### config.mk
export PLATFORM = sky130hd
export DESIGN_NAME = mapper_top
export DESIGN_NICKNAME = d
export VERILOG_FILES = /design/src/rtl/mapper_pkg.sv /design/src/rtl/access_timer.sv /design/src/rtl/dtack_select.sv /design/src/rtl/mapper_regs.sv /design/src/rtl/mapper_top.sv /design/src/rtl/region_match.sv
export VERILOG_INCLUDE_DIRS = /design/src /design/src/rtl
export SDC_FILE = /design/constraint.sdc
export NUM_CORES = 1
export LEC_CHECK = 0
export BUFFER_PORTS_ARGS = -buffer_cell sky130_fd_sc_hd__buf_2
export CORE_MARGIN = 1
export CORE_UTILIZATION = 37
export DETAILED_ROUTE_END_ITERATION = 16
export MAX_ROUTING_LAYER = met4
export PLACE_DENSITY = 0.6
export SETUP_SLACK_MARGIN = 0.02
export SYNTH_ARGS = -nofsm -noshare
export SYNTH_HDL_FRONTEND = slang
export SYNTH_SLANG_ARGS = --single-unit
export TNS_END_PERCENT = 100
### constraint.sdc
create_clock -name clk -period 8.52 [get_ports clk]
set_input_delay 1.704 -clock clk [delete_from_list [all_inputs] [get_ports clk]]
set_output_delay 1.704 -clock clk [all_outputs]
set_load 0.01 [all_outputs]
### src/rtl/mapper_consts.svh
// ******************************
// address mapper constants
// region count, register count,
// address width, register indices
// and special codes
// ******************************
`ifndef MAPPER_CONSTS_SVH
`define MAPPER_CONSTS_SVH

// eight decoded regions
`define MAP_REGIONS    8

// byte register bank
`define MAP_NREGS      32
`define MAP_IDX_W      5    // index from addr[5:1]

// word address, bits 23 down to 1
`define MAP_AW         23

// region r: size/wait at base+2r, base byte at base+2r+1
`define MAP_CFG_BASE   16

`define MAP_WAIT_EXT   2'd3     // dtack from external pin
`define MAP_FC_IACK    3'b111   // interrupt acknowledge

`endif

### src/rtl/mapper_pkg.sv
// ******************************
// mapper types
// bus request, region config and
// decode result structs
// ******************************
`include "mapper_consts.svh"

package mapper_pkg;

    // 68000 side of the bus, one cycle's worth of signals
    typedef struct packed {
        logic [`MAP_AW:1] addr;     // word address
        logic             asn;      // address strobe
        logic [1:0]       dsn;      // upper/lower data strobes
        logic             rnw;
        logic [2:0]       fc;       // function code
        logic [15:0]      wdata;
    } bus_req_t;

    // one region, unpacked from two bank bytes
    typedef struct packed {
        logic [7:0] base;       // upper address bits
        logic [1:0] size;       // 64k, 128k, 512k, 2M
        logic [1:0] wait_code;  // 1..3 cycles or external
    } region_cfg_t;

    typedef region_cfg_t [`MAP_REGIONS-1:0] region_cfg_arr_t;

    // matcher result
    typedef struct packed {
        logic [`MAP_REGIONS-1:0] active;    // one-hot or zero
        logic                    none;      // no region hit
        logic [1:0]              wait_code; // winner's wait field
    } decode_t;

endpackage

### src/rtl/access_timer.sv
// ******************************
// access timer
// saturating count of clocks
// within a bus cycle
// ******************************
`timescale 1ns/1ps

module access_timer (
    input  logic       clk,
    input  logic       rst,
    input  logic       asn,
    output logic [1:0] elapsed
);

    logic running;  // asn seen low at an earlier edge

    always_ff @(posedge clk, posedge rst) begin
        if (rst) begin
            elapsed <= 2'd0;
            running <= 1'b0;
        end else if (asn) begin
            elapsed <= 2'd0;    // idle between cycles
            running <= 1'b0;
        end else begin
            running <= 1'b1;
            // first low edge leaves it at zero
            if (running && elapsed != 2'd3) begin
                elapsed <= elapsed + 2'd1;
            end
        end
    end

endmodule

### src/rtl/dtack_select.sv
// ******************************
// DTACK selector
// wait-state compare or external
// acknowledge, registered DTACK
// ******************************
`timescale 1ns/1ps
`include "mapper_consts.svh"

module dtack_select
    import mapper_pkg::*;
(
    input  logic       clk,
    input  logic       rst,
    input  logic       asn,
    input  logic       ext_dackn,
    input  decode_t    dec,
    input  logic [1:0] elapsed,
    output logic       dtackn
);

    logic       asn_l;      // asn at the previous edge
    logic       ext_l;      // external ack seen inside the cycle
    logic [1:0] wait_eff;
    logic       use_ext;
    logic       go;

    // unmapped and irq ack cycles take the fastest path
    assign wait_eff = dec.none ? 2'd0 : dec.wait_code;
    assign use_ext  = wait_eff == `MAP_WAIT_EXT;
    assign go       = use_ext ? ext_l : (elapsed >= wait_eff);

    always_ff @(posedge clk, posedge rst) begin
        if (rst) begin
            asn_l  <= 1'b1;
            ext_l  <= 1'b0;
            dtackn <= 1'b1;
        end else begin
            asn_l <= asn;
            ext_l <= ~asn & ~ext_dackn;
            if (asn) begin
                dtackn <= 1'b1;     // release right after the strobe
            end else if (!asn_l && go) begin
                dtackn <= 1'b0;     // held until asn rises
            end
        end
    end

endmodule

### src/rtl/mapper_regs.sv
// ******************************
// mapper register bank
// 32 bytes written from the CPU
// on unmapped cycles, read-back
// and region config unpacking
// ******************************
`timescale 1ns/1ps
`include "mapper_consts.svh"

module mapper_regs
    import mapper_pkg::*;
(
    input  logic            clk,
    input  logic            rst,
    input  bus_req_t        req,
    input  logic            none,
    output region_cfg_arr_t cfg,
    output logic [15:0]     rdata
);

    logic [7:0]            regs [`MAP_NREGS];
    logic                  asn_l;   // asn at the previous edge
    logic [`MAP_IDX_W-1:0] idx;
    logic                  first;   // first edge of the bus cycle
    logic                  wr_en;
    logic                  rd_en;

    assign idx   = req.addr[`MAP_IDX_W:1];
    assign first = ~req.asn & asn_l;

    // only one byte per bus cycle, and only on the low lane
    assign wr_en = first & ~req.rnw & none & ~req.dsn[0];

    // second edge on, address is settled and decode is stable
    assign rd_en = ~req.asn & ~asn_l & req.rnw & none;

    always_ff @(posedge clk, posedge rst) begin
        if (rst) begin
            asn_l <= 1'b1;
        end else begin
            asn_l <= req.asn;
        end
    end

    always_ff @(posedge clk, posedge rst) begin
        if (rst) begin
            for (int i = 0; i < `MAP_NREGS; i++) begin
                regs[i] <= 8'h00;
            end
        end else if (wr_en) begin
            regs[idx] <= req.wdata[7:0];
        end
    end

    // read-back, zero extended to the bus width
    always_ff @(posedge clk, posedge rst) begin
        if (rst) begin
            rdata <= 16'h0000;
        end else if (rd_en) begin
            rdata <= {8'h00, regs[idx]};
        end
    end

    // size/wait byte: bits 3:2 wait, bits 1:0 size
    genvar r;
    generate
        for (r = 0; r < `MAP_REGIONS; r++) begin : g_unpack
            assign cfg[r].base      = regs[`MAP_CFG_BASE + 2*r + 1];
            assign cfg[r].size      = regs[`MAP_CFG_BASE + 2*r][1:0];
            assign cfg[r].wait_code = regs[`MAP_CFG_BASE + 2*r][3:2];
        end
    endgenerate

endmodule

### src/rtl/mapper_top.sv
// ******************************
// address mapper top level
// register bank, region matcher,
// access timer, DTACK selector
// ******************************
`timescale 1ns/1ps

module mapper_top
    import mapper_pkg::*;
(
    input  logic                 clk,
    input  logic                 rst,
    input  bus_req_t             req,
    input  logic                 ext_dackn,
    output logic                 cpu_dtackn,
    output logic [7:0]           active,
    output logic [15:0]          rdata
);

    region_cfg_arr_t cfg;
    decode_t         dec;
    logic [1:0]      elapsed;

    assign active = dec.active;

    mapper_regs mapper_regs_i (
        .clk   (clk),
        .rst   (rst),
        .req   (req),
        .none  (dec.none),
        .cfg   (cfg),
        .rdata (rdata)
    );

    region_match region_match_i (
        .req (req),
        .cfg (cfg),
        .dec (dec)
    );

    // runs regardless of the decode
    access_timer access_timer_i (
        .clk     (clk),
        .rst     (rst),
        .asn     (req.asn),
        .elapsed (elapsed)
    );

    dtack_select dtack_select_i (
        .clk       (clk),
        .rst       (rst),
        .asn       (req.asn),
        .ext_dackn (ext_dackn),
        .dec       (dec),
        .elapsed   (elapsed),
        .dtackn    (cpu_dtackn)
    );

endmodule

### src/rtl/region_match.sv
// ******************************
// region matcher
// base/size compare per region,
// lowest region wins
// ******************************
`timescale 1ns/1ps
`include "mapper_consts.svh"

module region_match
    import mapper_pkg::*;
(
    input  bus_req_t        req,
    input  region_cfg_arr_t cfg,
    output decode_t         dec
);

    logic [`MAP_REGIONS-1:0] hit;

    // number of compared bits shrinks as the region grows
    function automatic logic in_region(input logic [`MAP_AW:1] a, input region_cfg_t c);
        logic match;
        case (c.size)
            2'd0:    match = a[23:16] == c.base;        // 64 kB
            2'd1:    match = a[23:17] == c.base[7:1];   // 128 kB
            2'd2:    match = a[23:19] == c.base[7:3];   // 512 kB
            default: match = a[23:21] == c.base[7:5];   // 2 MB
        endcase
        return match;
    endfunction

    always_comb begin
        for (int r = 0; r < `MAP_REGIONS; r++) begin
            hit[r] = in_region(req.addr, cfg[r]);
        end
    end

    always_comb begin
        logic found;
        found         = 1'b0;
        dec.active    = '0;
        dec.wait_code = 2'd0;
        for (int r = 0; r < `MAP_REGIONS; r++) begin
            if (hit[r] && !found) begin
                found         = 1'b1;
                dec.active[r] = 1'b1;
                dec.wait_code = cfg[r].wait_code;
            end
        end
        if (req.fc == `MAP_FC_IACK) begin   // irq ack never maps
            dec.active = '0;
        end
        dec.none = dec.active == '0;
    end

endmodule

==> results by group, run 1 <==
CTS
  – H-Tree Depth: 1
  – Clock slew at reported path FFs: 0.06 ns
  – Cts hold-fix bufs: 0
  – Clk root buf: clkbuf_16
  – Post-cts resize count: 0
  – CTS Buf Count: 29
  – CTS sink cnt: 270
  – Buffer count from post-CTS setup fixing: 0
  – Insertion delay to the later sink of the worst-skew pair: approximately 0.56 ns
  – Max clock buf depth: 3
  – TritonCTS clock tree: built

Synthesis
  – Ys Warns: 0
  – Ys async rst share: 100%
  – Number of synthesized flops with an enable pin: 0
  – Main synth FF type: dfrtp_1
  – Register area share after synthesis: 48.1%
  – Top-area cell type share of the netlist area: between 40% and 50%
  – Synth area leader: dfrtp_1
  – Leading post-synthesis cells by cell area: dfrtp_1 (48%), mux2_2 (18%), mux4_2 (13%)
  – Syn avg cell area: 15.2 sq um
  – Post-synthesis register bit count: 270
  – Mapped Cells: 924
  – Synth cell types: 53
  – Netlist Area Pre-Place: around 14000 sq um

Power
  – Sw Pwr: around 0.73 mW
  – Switching share of power: 24.6%
  – Reg power frac: approximately 46%
  – Worst VDD drop: 131 uV
  – Pwr Density: about 190 nW/um^2
  – Internal: 2.25 mW
  – Comb power frac: 9.8%
  – Leak pwr: 7.15 nW
  – Clk pwr share: 43.8%

Critical path
  – Cell mode on critical path: buf_2
  – CP required: 6.82 ns
  – Worst-path maximum fanout: 8
  – CP Capture Type: output pin
  – Slowest cell delay on critical path: between 0.7 and 0.8 ns
  – WS Path Type: input port to output pin
  – CP cell instances: buf_2 > xnor2_1 > a41oi_1 > a211oi_1 > nor3b_1 > nand2b_1 > nor2_1 > buf_2
  – CP max-delay cell: a211oi_1
  – Startpoint Class: input port
  – CP arrival: 3.95 ns

Drt
  – Detailed Route Iter0 Violations: 490
  – Via density: 5.40
  – WL final: between 30000 and 40000 microns
  – Vias: 7970
  – Residual DRC: 0
  – Avg WL per Cell: between 20 and 25 microns
  – Routed Antenna Nets: 0
  – Drt first pass iters: 4

Placement
  – GPL Wtd Cong: 0.807
  – # port buffers: 46
  – DP Worst Slack: 2.62 ns
  – Post-detail-place hpwl: 22600 microns
  – Dpl cells: 1424

STA
  – Final worst setup slack: about 2.9 ns
  – Slew HR: 22.6%
  – # setup viols final: 0
  – Max Slew Vio Count: 0
  – RSZ-0062 raised after global routing: false
  – Period utilization: 66.3%
  – Fin crit period: 5.65 ns
  – Worst slew pin tran: between 1 and 1.5 ns
  – Final hold violations: 0
  – Top achievable clock speed: 0.177 GHz
  – Layout Skew: ~0.016 ns
  – Setup TNS: 0 ns

Finish
  – Final nets: 996
  – Layout cells sized above 1: 51.2%
  – Final core utilization: about two fifths
  – N_diodes: 0
  – Final Non-Filler Cells: 1477
  – Area grow syn2layout: 11.4%
  – Filler Cells Inserted: 3519

Global routing
  – Vias in the first global route: 8268
  – Tot GR Track Use: between 10% and 20%
  – Largest net degree at the start of global routing: 148
  – Grt ovf: 0
  – Initial antenna violation count: 1
  – First-pass GRT wire length: around 54000 microns

Run
  – Max-Cap Viols: 0

Floorplan
  – Die area: 38800 sq um
  – I/O pin cnt: between 70 and 80
  – Row count: 71
  – Core Box Area: 37500 sq um
  – Die Height: between 150 and 200 microns
  – Die extent in x: 197 microns
  – Initial Util: a little under two fifths

Status
  – Status: completed

Min path
  – Worst min-delay path category: flip-flop to flip-flop
[area by class of cell]
cell class	instances	area, sq um	share of cell area, %
Sequential cell	270	6760	43.2
Multi-Input combinational cell	575	6910	44.1
Clock buffer	39	833	5.32
Timing Repair Buffer	55	315	2.01
Tap cell	511	639	4.08
Clock inverter	14	153	0.975
Inverter	13	52.6	0.336
[metrics by stage]
| step | area, sq um | hold WS [ns] | total power, mW |
|---|---|---|---|
| after global placement | 14700 | 0.466 | 1.70 |
| after global routing | 15700 | 0.511 | 3.10 |
| after detailed placement | 14700 | 0.471 | 1.70 |
| after floorplan | 14100 | 0.452 | 1.62 |
| final | 15700 | 0.483 | 2.98 |
| after CTS | 15700 | 0.485 | 3.02 |
[Yosys cell counts (5+ instances only)]
library cell    n
a211oi_1        5
a21oi_1         5
a41oi_1         5
buf_1          12
buf_4          12
clkbuf_1       42
dfrtp_1       268
inv_1          13
mux2_2        229
mux2_4         40
mux4_2         80
nand2_1        11
nand3_1        11
nor2_1         11
nor3_1          7
nor3_4         27
o211a_1         5
o211ai_1       11
or3_1           5
xnor2_1        56
xor2_1          9
[cell usage in the layout, fill, tap and decap left out, types with 4 or more instances in the layout]
cell        netlist  routed
xor2_1            9       9
nor3b_1           4       4
nand2_1          11      11
conb_1            1       8
o211a_1           5       5
xnor2_1          56      56
mux2_2          229     229
mux2_4           40      40
nand3_1          11      11
clkinv_2          0       8
dfrtp_1         268     268
nor3_1            7       7
a211oi_1          5       5
nor3_4           27      27
inv_1            13      12
clkbuf_8          0       7
buf_4            12      10
clkinvlp_4        0       4
o211ai_1         11      11
nor2_1           11      11
mux4_2           80      80
a41oi_1           5       5
nand2b_1          4       4
or3_1             5       5
clkbuf_16         0      29
a21oi_1           5       5
buf_2             3      44
[cells by family after synthesis]
group	count (synthesis)	synth area share, %
compound gates	50	2.88
xor+xnor	65	4.05
fa+ha+maj	3	0.267
buf+inv	86	2.98
flops	270	48.1
mux	353	35.7
other cells	1	0.0267
simple gates	96	5.97
[critical path: cells and delay by family]
family / cells / cell delay (ns)
and+or+nand+nor: 3 / 0.66
AOI/OAI and AO/OA: 2 / 0.93
xor gates and xnor gates: 1 / 0.28
buffers and inverters: 2 / 0.36
[path summary, 6_finish.rpt]
path | from | endpoint | slack, ns | cells after the start
min in group asynchronous | rst | mapper_regs_i.regs[247] | 1.27 | 2
max in group asynchronous | rst | mapper_regs_i.cfg[85] | 5.51 | 4
hold / removal | mapper_regs_i.regs[215] | mapper_regs_i.regs[215] | 0.48 | 1
setup / recovery | req[42] | active[5] | 2.87 | 8
setup reg to reg | mapper_regs_i.cfg[4] | mapper_regs_i.regs[28] | 4.26 | 10
hold reg to reg | mapper_regs_i.regs[215] | mapper_regs_i.regs[215] | 0.48 | 1
[state kept, by name, indices dropped and copies added (netlist names)]
name / flops
dtack_select_i.ext_l: 1
access_timer_i.elapsed: 2
dtack_select_i.dtackn: 1
mapper_regs_i.rdata: 8
mapper_regs_i.regs: 160
mapper_regs_i.cfg: 96
dtack_select_i.asn_l: 1
access_timer_i.running: 1
[power groups by stage]
stage / clock (mW) / sequential, mW / combinational, mW
2_1_floorplan: 0 / 1.40 / 0.224
6_report: 1.31 / 1.39 / 0.291
4_1_cts: 1.34 / 1.39 / 0.296
3_3_place_gp: 0 / 1.41 / 0.291
3_5_place_dp: 0 / 1.41 / 0.296
5_1_grt: 1.39 / 1.39 / 0.317
[routing by layer]
| layer | global-route usage [%] | part of all wire [%] | up-vias |
|---|---|---|---|
| li1 | - | - | 3483 |
| met3 | 2.89 | 5.4 | 41 |
| met1 | 27.1 | 46 | 4283 |
| met4 | 4.11 | 1.9 | 0 |
| met5 | - | 0 | - |
| met2 | 28.5 | 46 | 163 |
(Power assumes the default switching activity.)
==> run 2, diff against run 1 <==
--- a/config.mk
+++ b/config.mk
@@ -11,7 +11,7 @@
 export CORE_UTILIZATION = 37
 export DETAILED_ROUTE_END_ITERATION = 16
 export MAX_ROUTING_LAYER = met4
-export PLACE_DENSITY = 0.6
+export PLACE_DENSITY = 0.58
 export SETUP_SLACK_MARGIN = 0.02
 export SYNTH_ARGS = -nofsm -noshare
 export SYNTH_HDL_FRONTEND = slang
==> constraint.sdc (replaced) <==
create_clock -name clk -period 5.55 [get_ports clk]
set_input_delay 1.11 -clock clk [delete_from_list [all_inputs] [get_ports clk]]
set_output_delay 1.11 -clock clk [all_outputs]
set_load 0.01 [all_outputs]
==> run 2 against run 1 <==
Effect of this change:
- sequential share of layout area decreased by 0.093 points
- clock skew decreased by 0.0016 ns
- register-to-register slack got worse by 2.5 ns
- via count decreased by 0.61%
- routed wire length increased by 1.0%
- sequential power increased by 53%
- core utilization increased by 0.090 points
- clock power increased by 49%
- combinational power increased by 54%
- critical endpoint is now active[7]
==> results by group, run 2 (synthesis results as in run 1) <==
Critical path
  – Worst-path maximum fanout: 8
  – CP Capture Type: output pin
  – CP arrival: 3.43 ns
  – WS Path Type: input port to output pin
  – Slowest cell delay on critical path: 0.45 ns
  – CP max-delay cell: or3_4
  – Worst r2r src: mapper_regs_i.cfg[4]
  – Reg2reg end: mapper_regs_i.cfg[0]
  – CP cell instances: buf_2 > xnor2_1 > o211a_1 > o211a_1 > or3_4 > nor4_4 > nor4b_1 > buf_2
  – Worst R2R Setup Slack: roughly 1.8 ns
  – CP required: 4.44 ns
  – Setup crit start: req[38]
  – Worst r2r path cells: 10
  – Startpoint Class: input port

Drt
  – Via density: roughly 5.3
  – Vias: 7921
  – Avg WL per Cell: 23.3 microns
  – Detailed Route Iter0 Violations: 441
  – Routed Antenna Nets: 0
  – WL final: ~35000 microns
  – Drt first pass iters: 4
  – Residual DRC: 0

Run
  – Max-Cap Viols: 0

Power
  – Worst VDD drop: roughly 260 uV
  – Design Power: 4.53 mW
  – Leak pwr: 7.17 nW
  – Pwr Density: 289 nW/um^2

Placement
  – Instance area at placement: 14700 sq um
  – Post-detail-place hpwl: 22700 microns
  – # port buffers: 46
  – GPL Wtd Cong: 0.804

STA
  – Fin crit period: 4.54 ns
  – RSZ-0062 raised after global routing: false
  – Worst slew pin tran: roughly 1 ns
  – Slew HR: 29.6%
  – Layout Skew: 0.0139 ns
  – Top achievable clock speed: approximately 0.22 GHz
  – Final hold violations: 0
  – # setup viols final: 0
  – Setup TNS: 0 ns
  – Period utilization: roughly four fifths
  – Max Slew Vio Count: 0

Global routing
  – Grt ovf: 0
  – Tot GR Track Use: around a fifth
  – Vias in the first global route: 8398
  – Initial antenna violation count: 0
  – First-pass GRT wire length: about 54000 microns
  – Largest net degree at the start of global routing: 164

Floorplan
  – Die Height: 197 microns
  – Die extent in x: 197 microns
  – Core Box Area: between 30000 and 40000 sq um
  – Die area: 38800 sq um
  – I/O pin cnt: 74
  – Initial Util: 37.5%
  – Row count: about 70

Finish
  – Layout cells sized above 1: about half
  – Filler Cells Inserted: 3485
  – Post-route cell area: 15700 sq um
  – Max FFs per register: 160
  – N_diodes: 0
  – Final nets: 1004
  – Area grow syn2layout: 11.6%
  – Final core utilization: 41.9%
  – Most common cell after layout, fill and taps aside: dfrtp_1
  – Most frequent cells in the layout: dfrtp_1 (268), mux2_2 (229), mux4_2 (80)
  – Largest Register: mapper_regs_i.regs

Min path
  – Worst min-delay path category: flip-flop to flip-flop
  – Hold Crit Endpoint: mapper_regs_i.regs[215]
  – WHS Path Cells: 1
  – HP Start: mapper_regs_i.regs[215]

CTS
  – CTS Buf Count: 31
  – CTS sink cnt: between 200 and 300
  – Buffer count from post-CTS setup fixing: 0
  – Insertion delay to the later sink of the worst-skew pair: 0.56 ns
  – H-Tree Depth: 1
  – Clk root buf: clkbuf_16
  – Cts hold-fix bufs: 0
  – Max clock buf depth: 3
  – Post-cts resize count: 0
  – Clock slew at reported path FFs: 0.06 ns
  – TritonCTS clock tree: built

Status
  – Status: completed
run 2: changes by cell type in the layout (fill, tap and decap cells not counted), sizes merged:
cell	change
clkinv	-4
bufinv	-2
clkbuf	+10
clkinvlp	-3
buf	+6
inv	+1
run 2: worst max path at each step:
stage / end / slack [ns] / depth (start not counted)
final: active[7] / 1.01 / 8
after global routing: active[7] / 0.83 / 8
after CTS: active[7] / 0.94 / 8
after detailed placement: mapper_regs_i.cfg[0] / 0.72 / 11
after global placement: mapper_regs_i.cfg[0] / 0.75 / 11
after floorplan: access_timer_i.elapsed[0] / 0.87 / 1
run 2: cell type report:
type	count	area (sq um)	share of cell area, %
Multi-Input combinational cell	575	6910	44.0
Sequential cell	270	6760	43.1
Clock buffer	49	903	5.76
Tap cell	511	639	4.07
Timing Repair Buffer	61	373	2.38
Clock inverter	6	58.8	0.375
Inverter	13	52.6	0.335
run 2: worst max-delay path, delay by kind of cell:
kind	cells	cell delay [ns]
AOI/OAI and AO/OA	2	0.52
xor gates and xnor gates	1	0.11
and+or+nand+nor	3	1.15
buffers and inverters	2	0.53
run 2: power by group:
group | switching (mW) | internal, mW
Sequential | 0.0641 | 2.07
Combinational | 0.241 | 0.208
Clock | 0.802 | 1.15
Total | 1.11 | 3.42
run 2: metal layers:
layer  vias to the layer above  global-route usage [%]  wire [microns]
met5                         -                       -               0
met4                         0                    3.90             527
met3                        36                    2.21            1230
met2                       141                    28.7           16000
met1                      4247                    27.8           16900
li1                       3497                       -               -
run 2: per-stage QoR:
stage          worst slack, ns  hold slack (ns)  instances
6_report                  1.01            0.486       1485
5_1_grt                  0.833            0.502       1485
4_1_cts                  0.943            0.490       1485
3_5_place_dp             0.719            0.477       1430
3_3_place_gp             0.747            0.467       1430
2_1_floorplan            0.874            0.452        931
==> run 3, diff against run 2 <==
==> constraint.sdc (replaced) <==
create_clock -name clk -period 4.2 [get_ports clk]
set_input_delay 0.84 -clock clk [delete_from_list [all_inputs] [get_ports clk]]
set_output_delay 0.84 -clock clk [all_outputs]
set_load 0.01 [all_outputs]
==> run 3 against run 2 <==
Effect of this change:
- non-clock buffer count is 44 higher
- design area grew 5.9%
- routed wire length increased by 2.7%
- count of clock-buffer cells in the layout did not move
- power up 45%
- clock power increased by 61%
- largest cell class unchanged
- highest routed layer unchanged
==> results by group, run 3 (synthesis results as in run 1) <==
Critical path
  – CP Capture Type: output pin
  – CP max-delay cell: or3_4
  – CP required: 3.36 ns
  – CP cell instances: buf_2 > xnor2_1 > o211a_1 > o211a_4 > or3_4 > nor4_4 > nor4b_1 > buf_2
  – Startpoint Class: input port
  – Worst-path maximum fanout: 8
  – Slowest cell delay on critical path: roughly 0.43 ns
  – Cell mode on critical path: buf_2
  – WS Path Type: input port to output pin
  – CP arrival: 2.96 ns

Finish
  – Final nets: 1051
  – Filler Cells Inserted: about 3.4k
  – Sequential cell area: about 6800 sq um
  – Area grow syn2layout: 18.2%
  – Most frequent cells in the layout: dfrtp_1 (268), mux2_2 (229), mux4_2 (80)
  – Post-route cell area: 16600 sq um
  – Max FFs per register: 160
  – Layout cells sized above 1: 53.7%
  – Multi-input gate area: approximately 7000 sq um
  – Most common cell after layout, fill and taps aside: dfrtp_1
  – Largest Register: mapper_regs_i.regs

Drt
  – Residual DRC: 0
  – Avg WL per Cell: 23.2 microns
  – Detailed Route Iter0 Violations: 442
  – Via density: 5.31
  – Drt first pass iters: 4
  – Vias: 8144
  – WL final: 35500 microns
  – Routed Antenna Nets: 0

STA
  – # setup viols final: 0
  – Layout Skew: 0.0138 ns
  – Top achievable clock speed: 0.263 GHz
  – Final hold violations: 0
  – Worst slew pin tran: around 0.83 ns
  – Fin crit period: ~3.8 ns
  – Slew HR: 44.5%
  – Period utilization: about nine tenths
  – Setup TNS: 0 ns
  – RSZ-0062 raised after global routing: false
  – Max Slew Vio Count: 0

CTS
  – Insertion delay to the later sink of the worst-skew pair: 0.50 ns
  – Clk root buf: clkbuf_16
  – TritonCTS clock tree: built
  – H-Tree Depth: 2
  – CTS sink cnt: 270
  – Post-cts resize count: 0
  – Buffer count from post-CTS setup fixing: 0
  – CTS Buf Count: 34
  – Clock slew at reported path FFs: 0.06 ns
  – Max clock buf depth: 3
  – Cts hold-fix bufs: 0

Global routing
  – Initial antenna violation count: 3
  – Vias in the first global route: 8539
  – Grt ovf: 0
  – Tot GR Track Use: 19.8%
  – First-pass GRT wire length: approximately 56000 microns
  – Largest net degree at the start of global routing: approximately 140

Floorplan
  – Die Height: 197 microns
  – I/O pin cnt: 74
  – Initial Util: 37.5%
  – Die area: 38800 sq um
  – Row count: 71
  – Core Box Area: 37500 sq um
  – Die extent in x: 197 microns

Power
  – Worst VDD drop: 317 uV
  – Leak pwr: 7.60 nW
  – Pwr Density: 395 nW/um^2

Run
  – Max-Cap Viols: 0

Placement
  – Instance area at placement: 15400 sq um
  – GPL Wtd Cong: between 0.8 and 0.9
  – # port buffers: 46
  – Post-detail-place hpwl: 23800 microns

Min path
  – Worst min-delay path category: flip-flop to flip-flop

Status
  – Status: completed
[run 3: critical path: cells and delay by family]
| kind | cells | cell delay [ns] |
|---|---|---|
| buf+inv | 2 | 0.46 |
| xor+xnor | 1 | 0.17 |
| simple gates | 3 | 1.06 |
| compound gates | 2 | 0.42 |
[run 3: power breakdown]
group	leakage, nW	internal (mW)	switching [mW]
Sequential	3.71	2.73	0.0841
Combinational	3.29	0.289	0.325
Clock	0.599	2.02	1.11
Total	7.60	5.04	1.52
[run 3: routing by layer]
layer / up-vias / GRT usage, % / share of wire (%)
met5: - / - / 0
met4: 0 / 5.11 / 1.8
met3: 39 / 3.51 / 5.1
met2: 176 / 29.9 / 47
met1: 4336 / 27.6 / 46
li1: 3593 / - / -
[run 3: path summary, 6_finish.rpt]
kind / end / start / slack [ns] / cells after the start
max: active[7] / req[42] / 0.40 / 8
min: mapper_regs_i.regs[215] / mapper_regs_i.regs[215] / 0.48 / 1
max reg2reg: mapper_regs_i.regs[145] / mapper_regs_i.cfg[16] / 0.82 / 11
min reg2reg: mapper_regs_i.regs[215] / mapper_regs_i.regs[215] / 0.48 / 1
max in group asynchronous: access_timer_i.elapsed[1] / rst / 2.97 / 3
min in group asynchronous: mapper_regs_i.regs[229] / rst / 0.55 / 3
[run 3: layout make-up]
class | count | area share, %
inverters | 13 | 0.316
diodes | 2 | 0.0301
repair buffers | 105 | 6.26
flip-flops and latches | 270 | 40.7
well taps | 511 | 3.85
clock buffers | 49 | 6.26
multi-input cells | 575 | 41.6
clock inverters | 9 | 1.05
[run 3: per-stage QoR]
stage	power [mW]	utilization (%)	std cells	setup slack (ns)	hold WS, ns
CTS	6.64	44.3	1532	0.389	0.468
floorplan	3.29	-	931	-0.206	0.452
global route	6.81	44.3	1534	0.221	0.471
finish	6.57	44.3	1534	0.398	0.483
detailed placement	3.48	41.1	1474	0.183	0.474
global placement	3.47	41.1	1474	0.189	0.466
